==> config.mk <==
export PLATFORM = sky130hd
export DESIGN_NAME = arcade_ctrl_top
export DESIGN_NICKNAME = d
export VERILOG_FILES = /design/src/hdl/input_pkg.sv /design/src/hdl/ctrl_pkg.sv /design/src/hdl/key_event_if.sv /design/src/hdl/ps2_receiver.sv /design/src/hdl/key_mapper.sv /design/src/hdl/joy_splitter.sv /design/src/hdl/reset_sequencer.sv /design/src/hdl/arcade_ctrl_top.sv
export VERILOG_INCLUDE_DIRS = /design/src /design/src/hdl
export SDC_FILE = /design/constraint.sdc
export NUM_CORES = 1
export LEC_CHECK = 0
export ABC_AREA = 1
export BUFFER_PORTS_ARGS = -buffer_cell sky130_fd_sc_hd__buf_2
export CORE_ASPECT_RATIO = 0.8
export CORE_MARGIN = 1.5
export CORE_UTILIZATION = 38
export DETAILED_ROUTE_END_ITERATION = 16
export PLACE_DENSITY = 0.59
export SYNTH_ARGS = -nofsm -noshare
export SYNTH_HDL_FRONTEND = slang
export SYNTH_SLANG_ARGS = --single-unit
==> constraint.sdc <==
create_clock -name pclk -period 2 [get_ports pclk]
set_input_delay 0.1 -clock pclk [delete_from_list [all_inputs] [get_ports pclk]]
set_output_delay 0.1 -clock pclk [all_outputs]
set_load 0.05 [all_outputs]
==> src/hdl/arcade_config.svh <==
/*
 * Arcade control configuration
 * Widths, counts and PS/2 set 2 key codes shared by the control blocks
 */
`ifndef ARCADE_CONFIG_SVH
`define ARCADE_CONFIG_SVH

// Widths and counts
`define SCAN_SW_W        12
`define HELD_KEYS        8
`define RESET_DELAY      256
`define PS2_IDLE_CYCLES  4096

// ------------------------------
// Key codes, PS/2 set 2 make bytes
// ------------------------------
// Arrows arrive behind an E0 prefix
`define KEY_UP      8'h75
`define KEY_DOWN    8'h72
`define KEY_LEFT    8'h6B
`define KEY_RIGHT   8'h74
`define KEY_CTRL    8'h14
`define KEY_ALT     8'h11
`define KEY_START1  8'h16
`define KEY_START2  8'h1E
`define KEY_F1      8'h05
`define KEY_F2      8'h06
`define KEY_F3      8'h04
`define KEY_F4      8'h0C
`define KEY_F12     8'h07
`define KEY_BKSP    8'h66

`endif

==> src/hdl/input_pkg.sv <==
/*
 * Input data types
 * Keyboard bytes, held keys, switch vector and joystick connector samples
 */
`include "arcade_config.svh"

package input_pkg;

  // One byte as received from the keyboard
  typedef logic [7:0] scan_code_t;

  // Bits 0-5 directions and fire in connector order, 6-7 start keys
  typedef logic [`HELD_KEYS-1:0] held_keys_t;

  // Held keys low, F1-F4 option toggles above them
  typedef logic [`SCAN_SW_W-1:0] scan_sw_t;

  // Raw connector sample, active low
  typedef logic [7:0] joy_vec_t;

endpackage

==> src/hdl/ctrl_pkg.sv <==
/*
 * Control types
 * Reset delay counter and PS/2 frame receiver states
 */
`include "arcade_config.svh"

package ctrl_pkg;

  // Sized so that its last value ends the power-on delay
  typedef logic [$clog2(`RESET_DELAY)-1:0] delay_cnt_t;

  // Frame receiver FSM
  typedef enum logic [1:0] {
    rx_idle,
    rx_shift,
    rx_done
  } rx_state_t;

endpackage

==> src/hdl/key_event_if.sv <==
/*
 * Key event interface
 * One decoded keyboard event per strobe, no back-pressure
 */
interface key_event_if;

  input_pkg::scan_code_t code;
  logic                  extended;
  // Break event, byte was preceded by F0
  logic                  released;
  // Payload valid only while strobe is high
  logic                  strobe;

  modport src (output code, output extended, output released, output strobe);
  modport dst (input code, input extended, input released, input strobe);

endinterface

==> src/hdl/ps2_receiver.sv <==
/*
 * PS/2 frame receiver
 * Synchronizes the keyboard lines, shifts in 11-bit frames on falling
 * clock edges, checks start, odd parity and stop, and folds the E0 and
 * F0 prefixes into the flags of the following event
 */
`include "arcade_config.svh"

module ps2_receiver (
  input  logic     pclk,
  input  logic     pll_lckd,
  input  logic     ps2_clk,
  input  logic     ps2_data,
  key_event_if.src ev
);

  localparam int IDLE_W = $clog2(`PS2_IDLE_CYCLES);
  localparam input_pkg::scan_code_t EXT_PREFIX = 8'hE0;
  localparam input_pkg::scan_code_t BRK_PREFIX = 8'hF0;

  logic [1:0]            clk_sync;
  logic [1:0]            data_sync;
  logic                  clk_prev;
  logic                  fall;
  ctrl_pkg::rx_state_t   state;
  logic [3:0]            bit_cnt;
  logic [9:0]            frame;
  logic [IDLE_W-1:0]     idle_cnt;
  logic                  ext_pend;
  logic                  rel_pend;
  logic                  stop_edge;
  logic                  frame_ok;
  input_pkg::scan_code_t rx_byte;

  // ------------------------------
  // Line synchronizers
  // ------------------------------
  always_ff @(posedge pclk or negedge pll_lckd) begin
    if (!pll_lckd) begin
      clk_sync  <= 2'b11;
      data_sync <= 2'b11;
      clk_prev  <= 1'b1;
    end else begin
      clk_sync  <= {clk_sync[0], ps2_clk};
      data_sync <= {data_sync[0], ps2_data};
      clk_prev  <= clk_sync[1];
    end
  end

  assign fall = clk_prev & ~clk_sync[1];

  // Frame holds start..parity once the stop bit is on the line
  assign rx_byte   = frame[8:1];
  assign stop_edge = (state == ctrl_pkg::rx_shift) && fall && (bit_cnt == 4'd10);
  assign frame_ok  = ~frame[0] & (^{rx_byte, frame[9]}) & data_sync[1];

  always_ff @(posedge pclk) begin
    if (fall) begin
      frame <= {data_sync[1], frame[9:1]};
    end
  end

  // Event payload, sampled with the stop bit
  always_ff @(posedge pclk) begin
    if (stop_edge) begin
      ev.code     <= rx_byte;
      ev.extended <= ext_pend;
      ev.released <= rel_pend;
    end
  end

  // ------------------------------
  // Frame FSM
  // ------------------------------
  always_ff @(posedge pclk or negedge pll_lckd) begin
    if (!pll_lckd) begin
      state     <= ctrl_pkg::rx_idle;
      bit_cnt   <= '0;
      idle_cnt  <= '0;
      ext_pend  <= 1'b0;
      rel_pend  <= 1'b0;
      ev.strobe <= 1'b0;
    end else begin
      ev.strobe <= 1'b0;
      case (state)
        ctrl_pkg::rx_idle: begin
          idle_cnt <= '0;
          bit_cnt  <= '0;
          // First falling edge carries the start bit
          if (fall) begin
            bit_cnt <= 4'd1;
            state   <= ctrl_pkg::rx_shift;
          end
        end
        ctrl_pkg::rx_shift: begin
          if (fall) begin
            idle_cnt <= '0;
            bit_cnt  <= bit_cnt + 4'd1;
            if (bit_cnt == 4'd10) begin
              state <= ctrl_pkg::rx_done;
              if (frame_ok) begin
                if (rx_byte == EXT_PREFIX) begin
                  ext_pend <= 1'b1;
                end else if (rx_byte == BRK_PREFIX) begin
                  rel_pend <= 1'b1;
                end else begin
                  ev.strobe <= 1'b1;
                end
              end
            end
          end else if (idle_cnt == IDLE_W'(`PS2_IDLE_CYCLES - 1)) begin
            // Keyboard went quiet mid-frame
            state <= ctrl_pkg::rx_idle;
          end else begin
            idle_cnt <= idle_cnt + 1'b1;
          end
        end
        ctrl_pkg::rx_done: begin
          // Prefixes are consumed by the event just sent
          if (ev.strobe) begin
            ext_pend <= 1'b0;
            rel_pend <= 1'b0;
          end
          state <= ctrl_pkg::rx_idle;
        end
        default: state <= ctrl_pkg::rx_idle;
      endcase
    end
  end

endmodule

==> src/hdl/key_mapper.sv <==
/*
 * Key mapper
 * Keeps held game keys and F1-F4 option toggles from key events,
 * and raises the reset key level and the master reset pulse
 */
`include "arcade_config.svh"

module key_mapper (
  input  logic                    pclk,
  input  logic                    pll_lckd,
  key_event_if.dst                ev,
  output input_pkg::held_keys_t   held,
  output input_pkg::scan_sw_t     scan_sw,
  output logic                    reset_key,
  output logic                    master_reset
);

  localparam int OPT_W    = `SCAN_SW_W - `HELD_KEYS;
  localparam int CTRL_BIT = 4;
  localparam int ALT_BIT  = 5;

  logic                  make;
  input_pkg::held_keys_t key_hit;
  logic [OPT_W-1:0]      opt_hit;
  logic [OPT_W-1:0]      opt;
  logic                  f12_hit;
  logic                  bksp_hit;

  assign make    = ~ev.released;
  assign scan_sw = {opt, held};

  // ------------------------------
  // Code decode
  // ------------------------------
  always_comb begin
    key_hit  = '0;
    opt_hit  = '0;
    f12_hit  = 1'b0;
    bksp_hit = 1'b0;
    case (ev.code)
      // Arrows only count behind E0, the bare codes are keypad keys
      `KEY_UP:     key_hit[0] = ev.extended;
      `KEY_DOWN:   key_hit[1] = ev.extended;
      `KEY_LEFT:   key_hit[2] = ev.extended;
      `KEY_RIGHT:  key_hit[3] = ev.extended;
      `KEY_CTRL:   key_hit[CTRL_BIT] = 1'b1;
      `KEY_ALT:    key_hit[ALT_BIT] = 1'b1;
      `KEY_START1: key_hit[6] = 1'b1;
      `KEY_START2: key_hit[7] = 1'b1;
      `KEY_F1:     opt_hit[0] = 1'b1;
      `KEY_F2:     opt_hit[1] = 1'b1;
      `KEY_F3:     opt_hit[2] = 1'b1;
      `KEY_F4:     opt_hit[3] = 1'b1;
      `KEY_F12:    f12_hit = 1'b1;
      `KEY_BKSP:   bksp_hit = 1'b1;
      default: ;
    endcase
  end

  // ------------------------------
  // Key state
  // ------------------------------
  always_ff @(posedge pclk or negedge pll_lckd) begin
    if (!pll_lckd) begin
      held         <= '0;
      opt          <= '0;
      reset_key    <= 1'b0;
      master_reset <= 1'b0;
    end else begin
      master_reset <= 1'b0;
      if (ev.strobe) begin
        if (make) begin
          held <= held | key_hit;
          // Options flip on make only
          opt  <= opt ^ opt_hit;
        end else begin
          held <= held & ~key_hit;
        end
        if (f12_hit) begin
          reset_key <= make;
        end
        // Ctrl+Alt+Backspace
        if (bksp_hit && make && held[CTRL_BIT] && held[ALT_BIT]) begin
          master_reset <= 1'b1;
        end
      end
    end
  end

endmodule

==> src/hdl/joy_splitter.sv <==
/*
 * Joystick splitter
 * Time-multiplexes the shared connector between two players and merges
 * the board joystick and held keyboard keys into player A
 */
module joy_splitter (
  input  logic                  pclk,
  input  logic                  pll_lckd,
  input  logic [5:0]            joystick,
  input  input_pkg::joy_vec_t   jjoy,
  input  input_pkg::held_keys_t held,
  output logic                  joy_select,
  output logic [5:0]            joy_a,
  output logic [5:0]            joy_b,
  output logic [1:0]            player
);

  input_pkg::joy_vec_t cap_a;
  input_pkg::joy_vec_t cap_b;
  input_pkg::joy_vec_t a_in;

  // Start key lands on connector bit 7, bit 6 is unused
  assign a_in = jjoy & {2'b11, joystick} & ~{held[6], 1'b0, held[5:0]};

  always_ff @(posedge pclk or negedge pll_lckd) begin
    if (!pll_lckd) begin
      joy_select <= 1'b0;
      cap_a      <= '1;
      cap_b      <= '1;
    end else begin
      joy_select <= ~joy_select;
      // Connector shows player A while select is low
      if (!joy_select) begin
        cap_a <= a_in;
      end else begin
        cap_b <= jjoy;
      end
    end
  end

  assign joy_a  = cap_a[5:0];
  assign joy_b  = cap_b[5:0];
  assign player = {cap_b[7], cap_a[7]};

endmodule

==> src/hdl/reset_sequencer.sv <==
/*
 * Reset sequencer
 * Holds the core in reset for a fixed delay after clock lock, merges
 * the keyboard and test resets, and registers the reboot request
 */
module reset_sequencer (
  input  logic pclk,
  input  logic pll_lckd,
  input  logic reset_key,
  input  logic master_reset,
  input  logic test_n,
  input  logic service_n,
  output logic core_reset,
  output logic reboot
);

  ctrl_pkg::delay_cnt_t delay_cnt;
  logic                 por_active;

  // Power-on part ends when the counter reaches its last value
  assign por_active = (delay_cnt != '1);

  // ------------------------------
  // Power-on delay
  // ------------------------------
  always_ff @(posedge pclk or negedge pll_lckd) begin
    if (!pll_lckd) begin
      delay_cnt <= '0;
    end else if (por_active) begin
      delay_cnt <= delay_cnt + 1'b1;
    end
  end

  // ------------------------------
  // Reset and reboot outputs
  // ------------------------------
  always_ff @(posedge pclk or negedge pll_lckd) begin
    if (!pll_lckd) begin
      core_reset <= 1'b1;
      reboot     <= 1'b0;
    end else begin
      core_reset <= por_active | reset_key | ~test_n;
      reboot     <= master_reset | ~service_n;
    end
  end

endmodule

==> src/hdl/arcade_ctrl_top.sv <==
/*
 * Arcade control subsystem top level
 * Keyboard decode, key mapping, joystick multiplexing and reset control
 */
module arcade_ctrl_top (
  input  logic                pclk,
  input  logic                pll_lckd,
  input  logic                ps2_clk,
  input  logic                ps2_data,
  input  logic [5:0]          joystick,
  input  input_pkg::joy_vec_t jjoy,
  input  logic                test_n,
  input  logic                service_n,
  output logic                joy_select,
  output logic [5:0]          joy_a,
  output logic [5:0]          joy_b,
  output logic [1:0]          player,
  output input_pkg::scan_sw_t scan_sw,
  output logic                led,
  output logic                core_reset,
  output logic                reboot
);

  input_pkg::held_keys_t held;
  logic                  reset_key;
  logic                  master_reset;

  key_event_if key_ev ();

  // ------------------------------
  // Keyboard path
  // ------------------------------
  ps2_receiver ps2_receiver_inst (
    .pclk     (pclk),
    .pll_lckd (pll_lckd),
    .ps2_clk  (ps2_clk),
    .ps2_data (ps2_data),
    .ev       (key_ev.src)
  );

  key_mapper key_mapper_inst (
    .pclk         (pclk),
    .pll_lckd     (pll_lckd),
    .ev           (key_ev.dst),
    .held         (held),
    .scan_sw      (scan_sw),
    .reset_key    (reset_key),
    .master_reset (master_reset)
  );

  // ------------------------------
  // Joystick and reset
  // ------------------------------
  joy_splitter joy_splitter_inst (
    .pclk       (pclk),
    .pll_lckd   (pll_lckd),
    .joystick   (joystick),
    .jjoy       (jjoy),
    .held       (held),
    .joy_select (joy_select),
    .joy_a      (joy_a),
    .joy_b      (joy_b),
    .player     (player)
  );

  reset_sequencer reset_sequencer_inst (
    .pclk         (pclk),
    .pll_lckd     (pll_lckd),
    .reset_key    (reset_key),
    .master_reset (master_reset),
    .test_n       (test_n),
    .service_n    (service_n),
    .core_reset   (core_reset),
    .reboot       (reboot)
  );

  // F2 option shown on the board LED
  assign led = scan_sw[9];

endmodule

# ---- Word level (Yosys, flattened, before mapping)
# Index checks and enable logic that the tools add are counted.
dict set report word_totals {
  elab_cells 139
  reg_bits 87
  in_bits 20
  output_inout_bits 30
}
dict set report op_classes {
  eq_ne 32
  add_sub_neg 3
  mux 46
  reduce_logical 16
  bitwise 19
}
# cell count
set op_table {}
lappend op_table {{equality test 8 x 7 -> 1 bit, second input constant} 5}
lappend op_table {{2-to-1 mux 1 bit} 33}
lappend op_table {{equality test 8 x 3 -> 1 bit, second input constant} 4}
lappend op_table {{equality test 8 x 5 -> 1 bit, second input constant} 4}
lappend op_table {{bitwise AND 8 bit} 3}
lappend op_table {{2-to-1 mux 12 bit} 2}
lappend op_table {{case mux 12 bit (2 select lines)} 1}
lappend op_table {{equality test 8 bit, second input constant} 2}
lappend op_table {{inverter 8 bit} 2}
lappend op_table {{adder 12 x 1 -> 12 bit, second input constant} 1}
lappend op_table {{equality test 12 bit, second input constant} 1}
lappend op_table {{XOR reduction 9 bit} 1}
lappend op_table {{adder 8 x 1 -> 8 bit, second input constant} 1}
lappend op_table {{equality test 8 x 4 -> 1 bit, second input constant} 1}
lappend op_table {{2-to-1 mux 2 bit} 4}
lappend op_table {{2-to-1 mux 8 bit} 1}
lappend op_table {{!= test 2 x 1 -> 1 bit, second input constant} 4}
lappend op_table {{!= test 2 bit, second input constant} 4}
lappend op_table {{!= test 8 bit, second input constant} 1}
lappend op_table {{OR 8 bit} 1}
lappend op_table {{case mux 4 bit (2 select lines)} 1}
lappend op_table {{AND reduction 2 bit} 4}
lappend op_table {{AND reduction 7 bit} 1}
lappend op_table {{!= test 3 x 2 -> 1 bit, second input constant} 2}
lappend op_table {{17 further kinds} 32}

# ---- Logic depth before layout (Yosys ltp)
# Gate-level depths: netlist of the first run.
dict set report depth {
  word_depth 7
  mapped_depth 13
  ltp_nobuf 13
}

# ---- Hierarchy
# Synthesis of the first run repeated with hierarchy kept, for this count alone.
dict set report hier_totals {
  hier_cells 473
  hier_area_um2 4154.0
}
# module cells_each area_each_um2 instances seq_area_each_um2
set by_module_without_submodules {}
lappend by_module_without_submodules {ps2_receiver 204 2068.2 1 1257.5}
lappend by_module_without_submodules {key_mapper 130 938.4 1 350.3}
lappend by_module_without_submodules {joy_splitter 78 644.4 1 392.9}
lappend by_module_without_submodules {reset_sequencer 60 495.5 1 251.5}
lappend by_module_without_submodules {arcade_ctrl_top 1 7.5 1 0.0}

# ---- Worst setup path after synthesis of the first run
# Ideal clock, no wire load.
dict set report synth_timing {
  kind {register to register}
  from {register ps2_receiver_inst.clk_prev}
  to {register ps2_receiver_inst.ev.strobe}
  t_required_ns 1.914
  synth_period_minus_slack_ns 1.938
  slack_ns 0.062
  arrival_ns 1.852
  path_stages_with_launch 9
  cell_sequence {dfstp_2 > inv_1 > nor2_4 > inv_1 > nor2_1 > inv_1 > nor2_1 > inv_1 > nor3_1}
}
dict set report synth_between {
  elab_chain_len 3
}
# element line_no
set synth_rtl {}
lappend synth_rtl {{start, declared} ps2_receiver.sv:23} ;# logic clk_prev;
lappend synth_rtl {{start signal, assigned} ps2_receiver.sv:46} ;# clk_prev <= clk_sync[1];
lappend synth_rtl {{bitwise AND 1 bit} ps2_receiver.sv:50} ;# assign fall = clk_prev & ~clk_sync[1];
lappend synth_rtl {{net ps2_receiver_inst.fall} ps2_receiver.sv:24} ;# logic fall;
lappend synth_rtl {{2-to-1 mux 1 bit} ps2_receiver.sv:96} ;# if (fall) begin
lappend synth_rtl {{2-to-1 mux 1 bit} ps2_receiver.sv:85} ;# case (state)
lappend synth_rtl {{end signal, assigned} ps2_receiver.sv:82} ;# ev.strobe <= 1'b0;
lappend synth_rtl {{end signal, assigned} ps2_receiver.sv:84} ;# ev.strobe <= 1'b0;
lappend synth_rtl {{end signal, assigned} ps2_receiver.sv:107} ;# ev.strobe <= 1'b1;
lappend synth_rtl {{end, declared} key_event_if.sv:14} ;# modport src (output code, output extended, output released, output strobe);
# The timed path passes the listed nets, and every way through them passes these cells.
# A chain may end at the register's enable or synchronous reset.

# ---- Worst setup path after layout of the first run
dict set report layout_timing {
  from {register ps2_receiver_inst.state[1]}
  to {register ps2_receiver_inst.idle_cnt[5]}
}
dict set report layout_between {
  elab_chain_len 3
  elab_cells_between_ends 6
  classes_between {eq/ne: 2; mux: 1; reduce/logical: 3}
}
# element line_no
set layout_rtl {}
lappend layout_rtl {{start, declared} ps2_receiver.sv:25} ;# ctrl_pkg::rx_state_t state;
lappend layout_rtl {{start signal, assigned} ps2_receiver.sv:77} ;# state <= ctrl_pkg::rx_idle;
lappend layout_rtl {{start signal, assigned} ps2_receiver.sv:92} ;# state <= ctrl_pkg::rx_shift;
lappend layout_rtl {{start signal, assigned} ps2_receiver.sv:100} ;# state <= ctrl_pkg::rx_done;
lappend layout_rtl {{equality test 2 x 1 -> 1 bit / logical NOT 2 bit (equally long branches)} ps2_receiver.sv:85}
lappend layout_rtl {{!= test 3 x 2 -> 1 bit (no source line) / nonzero test 2 bit (equally long branches)} n/a}
lappend layout_rtl {{AND reduction 2 bit (no source line)} n/a}
lappend layout_rtl {{end signal, assigned} ps2_receiver.sv:115} ;# idle_cnt <= idle_cnt + 1'b1;
lappend layout_rtl {{end, declared} ps2_receiver.sv:28} ;# logic [IDLE_W-1:0] idle_cnt;
# Several ways; a longest one is shown, not always the timed one.

==> results of run 1 <==
worst max path at each step:
stage | slack (ns) | to | cells past startpoint
global route | 0.06 | ps2_receiver_inst.ev.strobe$_DFF_PN0_ | 9
CTS | 0.11 | ps2_receiver_inst.idle_cnt[5]$_DFFE_PN0P_ | 10
global placement | 0.17 | ps2_receiver_inst.idle_cnt[5]$_DFFE_PN0P_ | 10
finish | 0.24 | ps2_receiver_inst.idle_cnt[5]$_DFFE_PN0P_ | 10
floorplan | 0.06 | ps2_receiver_inst.ev.strobe$_DFF_PN0_ | 8
detailed placement | 0.13 | ps2_receiver_inst.idle_cnt[5]$_DFFE_PN0P_ | 10
registers in the layout, summed over array words and instances (netlist names), 2 cells and up, named ones only:
signal and count:
ps2_receiver_inst.frame 10, joy_splitter_inst.cap_b 7, ps2_receiver_inst.ev.code 8, ps2_receiver_inst.clk_sync 2
key_mapper_inst.opt 4, joy_splitter_inst.cap_a 7, ps2_receiver_inst.bit_cnt 4, ps2_receiver_inst.state 2
ps2_receiver_inst.idle_cnt 12, reset_sequencer_inst.delay_cnt 8, ps2_receiver_inst.data_sync 2
repair_timing:
action	4_1_cts	5_1_grt
hold endpoints to repair	24	0
hold buffers	13	0
setup endpoints to repair	0	4
resized for setup	0	1
stage by stage:
stage / hold slack, ns / std cells
2_1_floorplan: -0.196 / 419
4_1_cts: 0.00694 / 632
3_5_place_dp: 0.0881 / 603
3_3_place_gp: 0.0830 / 603
6_report: 0.0165 / 632
5_1_grt: 0.00969 / 632
worst max-delay path: stages, from the launching register on:
cell	delay (ns)
dfrtp_1	0.39
inv_1	0.09
ha_2	0.29
inv_2	0.09
nor2_4	0.17
inv_4	0.07
nand2_4	0.12
nand2_4	0.11
nand4_2	0.11
xor2_1	0.15
nor2_1	0.05
power by group through the flow:
stage / Clock [mW] / Combinational (mW) / Sequential (mW)
2_1_floorplan: 0 / 0.491 / 2.05
3_3_place_gp: 0 / 0.704 / 2.01
3_5_place_dp: 0 / 0.724 / 2.01
4_1_cts: 1.71 / 0.747 / 1.98
5_1_grt: 1.77 / 0.843 / 1.99
6_report: 1.65 / 0.734 / 1.98
cells by family (layout without fill, tap and decap cells):
family                     count (synthesis)  in the layout  synth area share (%)
AOI/OAI and AO/OA                         49             49                  7.16
and+or+nand+nor                          192            192                  22.9
xor gates and xnor gates                  13             13                  2.91
buffers and inverters                     73            150                  7.25
adders and majority gates                  7              7                  2.24
DFF                                       85             85                  57.5
cell type report:
type	instances	area, sq um	share of cell area (%)
inverters	68	258	5.39
repair buffers	66	420	8.79
multi-input cells	261	1380	28.9
flip-flops and latches	85	2250	47.1
well taps	136	170	3.56
clock buffers	9	225	4.71
clock inverters	7	73.8	1.54
placed cells by master (no fill, tap or decap), types with 2 or more instances in the layout:
cell type,n
o21a_1,2
ha_1,6
buf_2,48
a22oi_1,2
nand2_4,3
clkinvlp_4,3
a21oi_1,11
xor2_1,9
dfstp_2,20
nor3_1,8
clkbuf_16,9
o21ai_1,3
nand3_1,21
inv_2,4
inv_1,62
nand2_1,97
inv_6,2
nand4_1,10
buf_4,4
dlygate4sd3_1,13
o21ai_0,24
xnor2_1,4
nor2_4,4
nand2_2,6
clkinv_1,2
edfxtp_1,20
nor2_1,31
a32o_1,3
dfrtp_1,45
nor4_1,5
per-layer routing:
layer / up-vias / global-route usage (%) / wire [um]
met5: - / 0 / 0
met4: 0 / 5.08 / 121
met3: 11 / 4.77 / 393
met2: 66 / 24.0 / 3270
met1: 1328 / 18.5 / 3650
li1: 1494 / - / -
==> out/results.tsv, run 1 <==
metric	value	unit
status	finished, final reports clean	
overflow	0	
core	9810	sq um
sw_frac_of_total	28.5	%
worstHoldStart	joystick[4]	
numCtsBuffers	9	
die_h	93.8	um
skew	0.00351	ns
grt_max_degree	46	
whs_endpoint	joy_splitter_inst.cap_a[4]$_DFFE_PN1N_	
design_area	4780	sq um
synth_edf_count	20	
antennaDiodeCount	0	
start_util	39.9	%
portBuffers	48	
synth-seq-area-share	57.5	%
ys_top_cells_by_count	nand2_1, inv_1, dfrtp_1	
p_int	3.12	mW
wl	7.44	mm
clock_power_share	37.8	%
h-tree-depth	3	
tightestPinTransition	0.533	ns
syn-num-nets	446	
area_growth	22.1	%
vias	2899	
yosysTopAreaCellShare	28.8	%
avgViaCountPerCell	4.59	
p_leak	2.27	nW
min_path_cells	3	
cts.path.max_buffers	2	
finalHoldViolCount	0	
place_congestion	0.868	
gr-usage-all-layers	14.8	%
fillCellCount	920	
crit_fanout	10	
seq_power_share	45.4	%
slew_headroom	64.1	%
period_share	88.0	%
syn_inst	419	
tns	0	ns
cts_tree	yes	
drt-initial-drc-count	152	
fmax	568	MHz
antenna_found_initial	0	
hpwl	5.43	mm
worstPathRequired	2.22	ns
fp.dieW	116	um
layout-drive-gt1-share	22.8	%
ys_async_sr_fraction	76.5	%
synth.largest_area_cell	dfrtp_1	
clk_latency	0.34	ns
grt_first_pass_wirelength	12.4	mm
cts_setup_buffers	0	
syn_area	3920	sq um
pin_count	50	
final_util	48.7	%
setup_viol	0	
drc_errors	0	
rr_startpoint	ps2_receiver_inst.state[1]$_DFFE_PN0P_	
rsz0062_at_grt	no	
r2r_end	ps2_receiver_inst.idle_cnt[5]$_DFFE_PN0P_	
r2r_slack	0.24	ns
preCtsSetupSlack	0.130	ns
synthTopCellsByArea	dfrtp_1, edfxtp_1, dfstp_2, nand2_1, inv_1	
startpoint_type	flip-flop	
routedWlPerCell	11.8	um
power.net_switching	1.24	mW
finalNetCount	518	
fin_crit	1.76	ns
clock-root-buffer	clkbuf_16	
synth_warnings	0	
cp-end-kind	flip-flop	
drt_pass1_iterations	4	
critPathKind	flip-flop to flip-flop	
syn_area_per_cell	9.34	sq um
die_area	10900	sq um
finalPower	4.36	mW
startpoint	ps2_receiver_inst.state[1]$_DFFE_PN0P_	
clock_sinks	85	
ys_ff_latch	85	
ys_types	38	
post_dp_cell_area	4350	sq um
drv_cap	0	
synth-main-ff-cell	dfrtp_1	
clk_pin_slew_worst_paths	0.06	ns
std_cell_rows	32	
vdd_drop_max	725	uV
pwr-share-comb	16.8	%
grt_pass1_vias	2751	
setup_ws	0.241	ns
drv_slew	0	
r2r_cells	10	
yosysMostFrequentCell	nand2_1	
ant_nets	0	
crit_arrival	1.98	ns
hold_class	primary input to flip-flop	
power.density	912	nW/um^2
Power figures use the tool's default switching activity.
==> inputs of run 2 (changes only) <==
--- a/config.mk
+++ b/config.mk
@@ -12,7 +12,9 @@
 export CORE_MARGIN = 1.5
 export CORE_UTILIZATION = 38
 export DETAILED_ROUTE_END_ITERATION = 16
+export GPL_ROUTABILITY_DRIVEN = 0
 export PLACE_DENSITY = 0.59
 export SYNTH_ARGS = -nofsm -noshare
 export SYNTH_HDL_FRONTEND = slang
+export SYNTH_HIERARCHICAL = 1
 export SYNTH_SLANG_ARGS = --single-unit
==> run 2 against run 1 <==
  * Count of clock-buffer cells in the layout is 2 higher
  * Area after synthesis up 6.1%
  * Clock power rose by 4%
  * Largest power group unchanged
  * Cell count up 8.5%
  * Combinational power decreased by 46%
  * Worst hold slack improved by 0.015 ns
==> out/results.tsv, run 2 <==
metric	value	unit
skew	0.00458	ns
synth-main-ff-cell	dfrtp_1	
syn_area	4150	sq um
crit_arrival	2.06	ns
pin_count	50	
cp-end-kind	flip-flop	
gr-usage-all-layers	14.7	%
tightestPinTransition	0.451	ns
layout-drive-gt1-share	23.8	%
cts.path.max_buffers	2	
syn_inst	473	
slew_headroom	69.9	%
syn-num-nets	497	
drc_errors	0	
min_path_cells	5	
ant_nets	0	
ys_ff_latch	85	
ys_top_cells_by_count	nand2_1, inv_1, dfrtp_1	
synth_warnings	6	
finalPower	4.03	mW
p_leak	2.48	nW
r2r_cells	10	
portBuffers	48	
largest_register	ps2_receiver_inst/idle_cnt	
area_growth	20.1	%
synthTopCellsByArea	dfrtp_1, edfxtp_1, nand2_1, dfstp_2, inv_1	
hold_class	primary input to flip-flop	
preCtsSetupSlack	0.154	ns
avgViaCountPerCell	4.55	
post_dp_cell_area	4510	sq um
start_util	39.8	%
design_area	4990	sq um
critPathKind	flip-flop to flip-flop	
routedWlPerCell	11.3	um
grt_max_degree	66	
vias	3124	
cts_tree	yes	
worstPathRequired	2.23	ns
drv_cap	0	
final_util	47.8	%
vdd_drop_max	477	uV
setup_ws	0.161	ns
crit_slowest_cell	dfrtp_1	
synth_edf_count	20	
antenna_found_initial	0	
timing.hold.ws	0.0315	ns
clock_sinks	85	
antennaDiodeCount	0	
yosysMostFrequentCell	nand2_1	
period_share	92.0	%
clk_pin_slew_worst_paths	0.06	ns
numCtsBuffers	9	
grt_pass1_vias	2991	
status	finished, final reports clean	
startpoint_type	flip-flop	
crit_chain	ha_1, nand2_2, nor2_4, nand2_2, nor2_4, nand3_4, o21ai_4, buf_4, nor3_1, o21a_1	
drv_slew	0	
power.density	807	nW/um^2
hpwl	5.43	mm
die_h	96.5	um
grt_first_pass_wirelength	13.5	mm
drt-initial-drc-count	199	
synth-seq-area-share	54.2	%
std_cell_rows	33	
mostFrequentLayoutCells	nand2_1, inv_1, buf_2	
core	10400	sq um
h-tree-depth	3	
ys_async_sr_fraction	76.5	%
fin_crit	1.84	ns
crit_fanout	8	
drt_pass1_iterations	4	
top_regs	ps2_receiver_inst/idle_cnt (12), ps2_receiver_inst/frame (10)	
die_area	11600	sq um
fillCellCount	995	
final_common_cell	nand2_1	
fmax	544	MHz
cp_slowest_stage_delay	0.37	ns
fp.dieW	120	um
finalHoldViolCount	0	
clock-root-buffer	clkbuf_16	
setup_viol	0	
finalNetCount	565	
yosysTopAreaCellShare	27.1	%
synth.largest_area_cell	dfrtp_1	
clk_latency	0.33	ns
syn_area_per_cell	8.78	sq um
overflow	0	
largest_reg_flops	12	
ys_types	36	
wl	7.75	mm
-- run 2: final timing paths --
path                                                              to  slack (ns)                                       from
setup reg to reg           ps2_receiver_inst/idle_cnt[4]$_DFFE_PN0P_        0.16  ps2_receiver_inst/idle_cnt[0]$_DFFE_PN0P_
hold reg to reg             ps2_receiver_inst/data_sync[1]$_DFF_PN1_        0.35   ps2_receiver_inst/data_sync[0]$_DFF_PN1_
hold / removal                joy_splitter_inst/cap_a[2]$_DFFE_PN1N_        0.03                                joystick[2]
setup / recovery           ps2_receiver_inst/idle_cnt[4]$_DFFE_PN0P_        0.16  ps2_receiver_inst/idle_cnt[0]$_DFFE_PN0P_
max in group asynchronous    ps2_receiver_inst/clk_sync[0]$_DFF_PN1_        1.35                                   pll_lckd
min in group asynchronous         key_mapper_inst/opt[1]$_DFFE_PN0P_        0.30                                   pll_lckd
-- run 2: cell families (layout without fill, tap and decap cells) --
logic type / after synthesis / in the layout / synth area share, %
flip-flops: 85 / 85 / 54.2
XOR/XNOR: 9 / 9 / 1.90
buffers and inverters: 81 / 154 / 8.67
AND/OR/NAND/NOR: 266 / 266 / 29.8
adder cells (fa/ha/maj): 4 / 4 / 1.20
AO/OA/AOI/OAI: 28 / 28 / 4.16
-- run 2: worst max-delay path: cells and delay by family, from the launching register on --
kind	cells	cell delay, ns
simple gates	6	0.58
compound gates	2	0.43
flops	1	0.37
fa+ha+maj	1	0.19
buf+inv	1	0.16
-- run 2: timing repair --
item                                    in CTS  in global routing
gates resized for setup                      0                  1
hold buffers                                12                  0
buffers inserted                             0                  5
hold endpoints to repair                    57                  0
endpoints found under the setup margin       0                  4
-- run 2: per-layer routing --
metal | wire length, um | GRT usage (%)
met2 | 3390 | 25.0
met3 | 327 | 3.81
met1 | 3940 | 18.6
met5 | 0 | 0
met4 | 89 | 4.76
-- run 2: stage by stage --
step / setup TNS [ns] / cells
3_3_place_gp: 0 / 653
5_1_grt: -0.0159 / 686
6_report: 0 / 686
3_5_place_dp: 0 / 653
4_1_cts: 0 / 681
2_1_floorplan: 0 / 473
-- run 2: power breakdown --
group          switching, mW  internal (mW)  leakage, nW  total (mW)
Combinational          0.250          0.144         1.32       0.393
Clock                  0.673           1.05        0.158        1.72
Sequential            0.0507           1.86        0.999        1.91
-- run 2: final cells by class --
type                       count  area [sq um]  share of cell area, %
clock inverter                 5          57.6                   1.15
tap                          140           175                   3.51
clock buffer                  11           255                   5.12
sequential                    85          2250                   45.1
inverter                      68           255                   5.12
multi-input combinational    307          1550                   31.0
timing repair buffer          70           448                   8.98
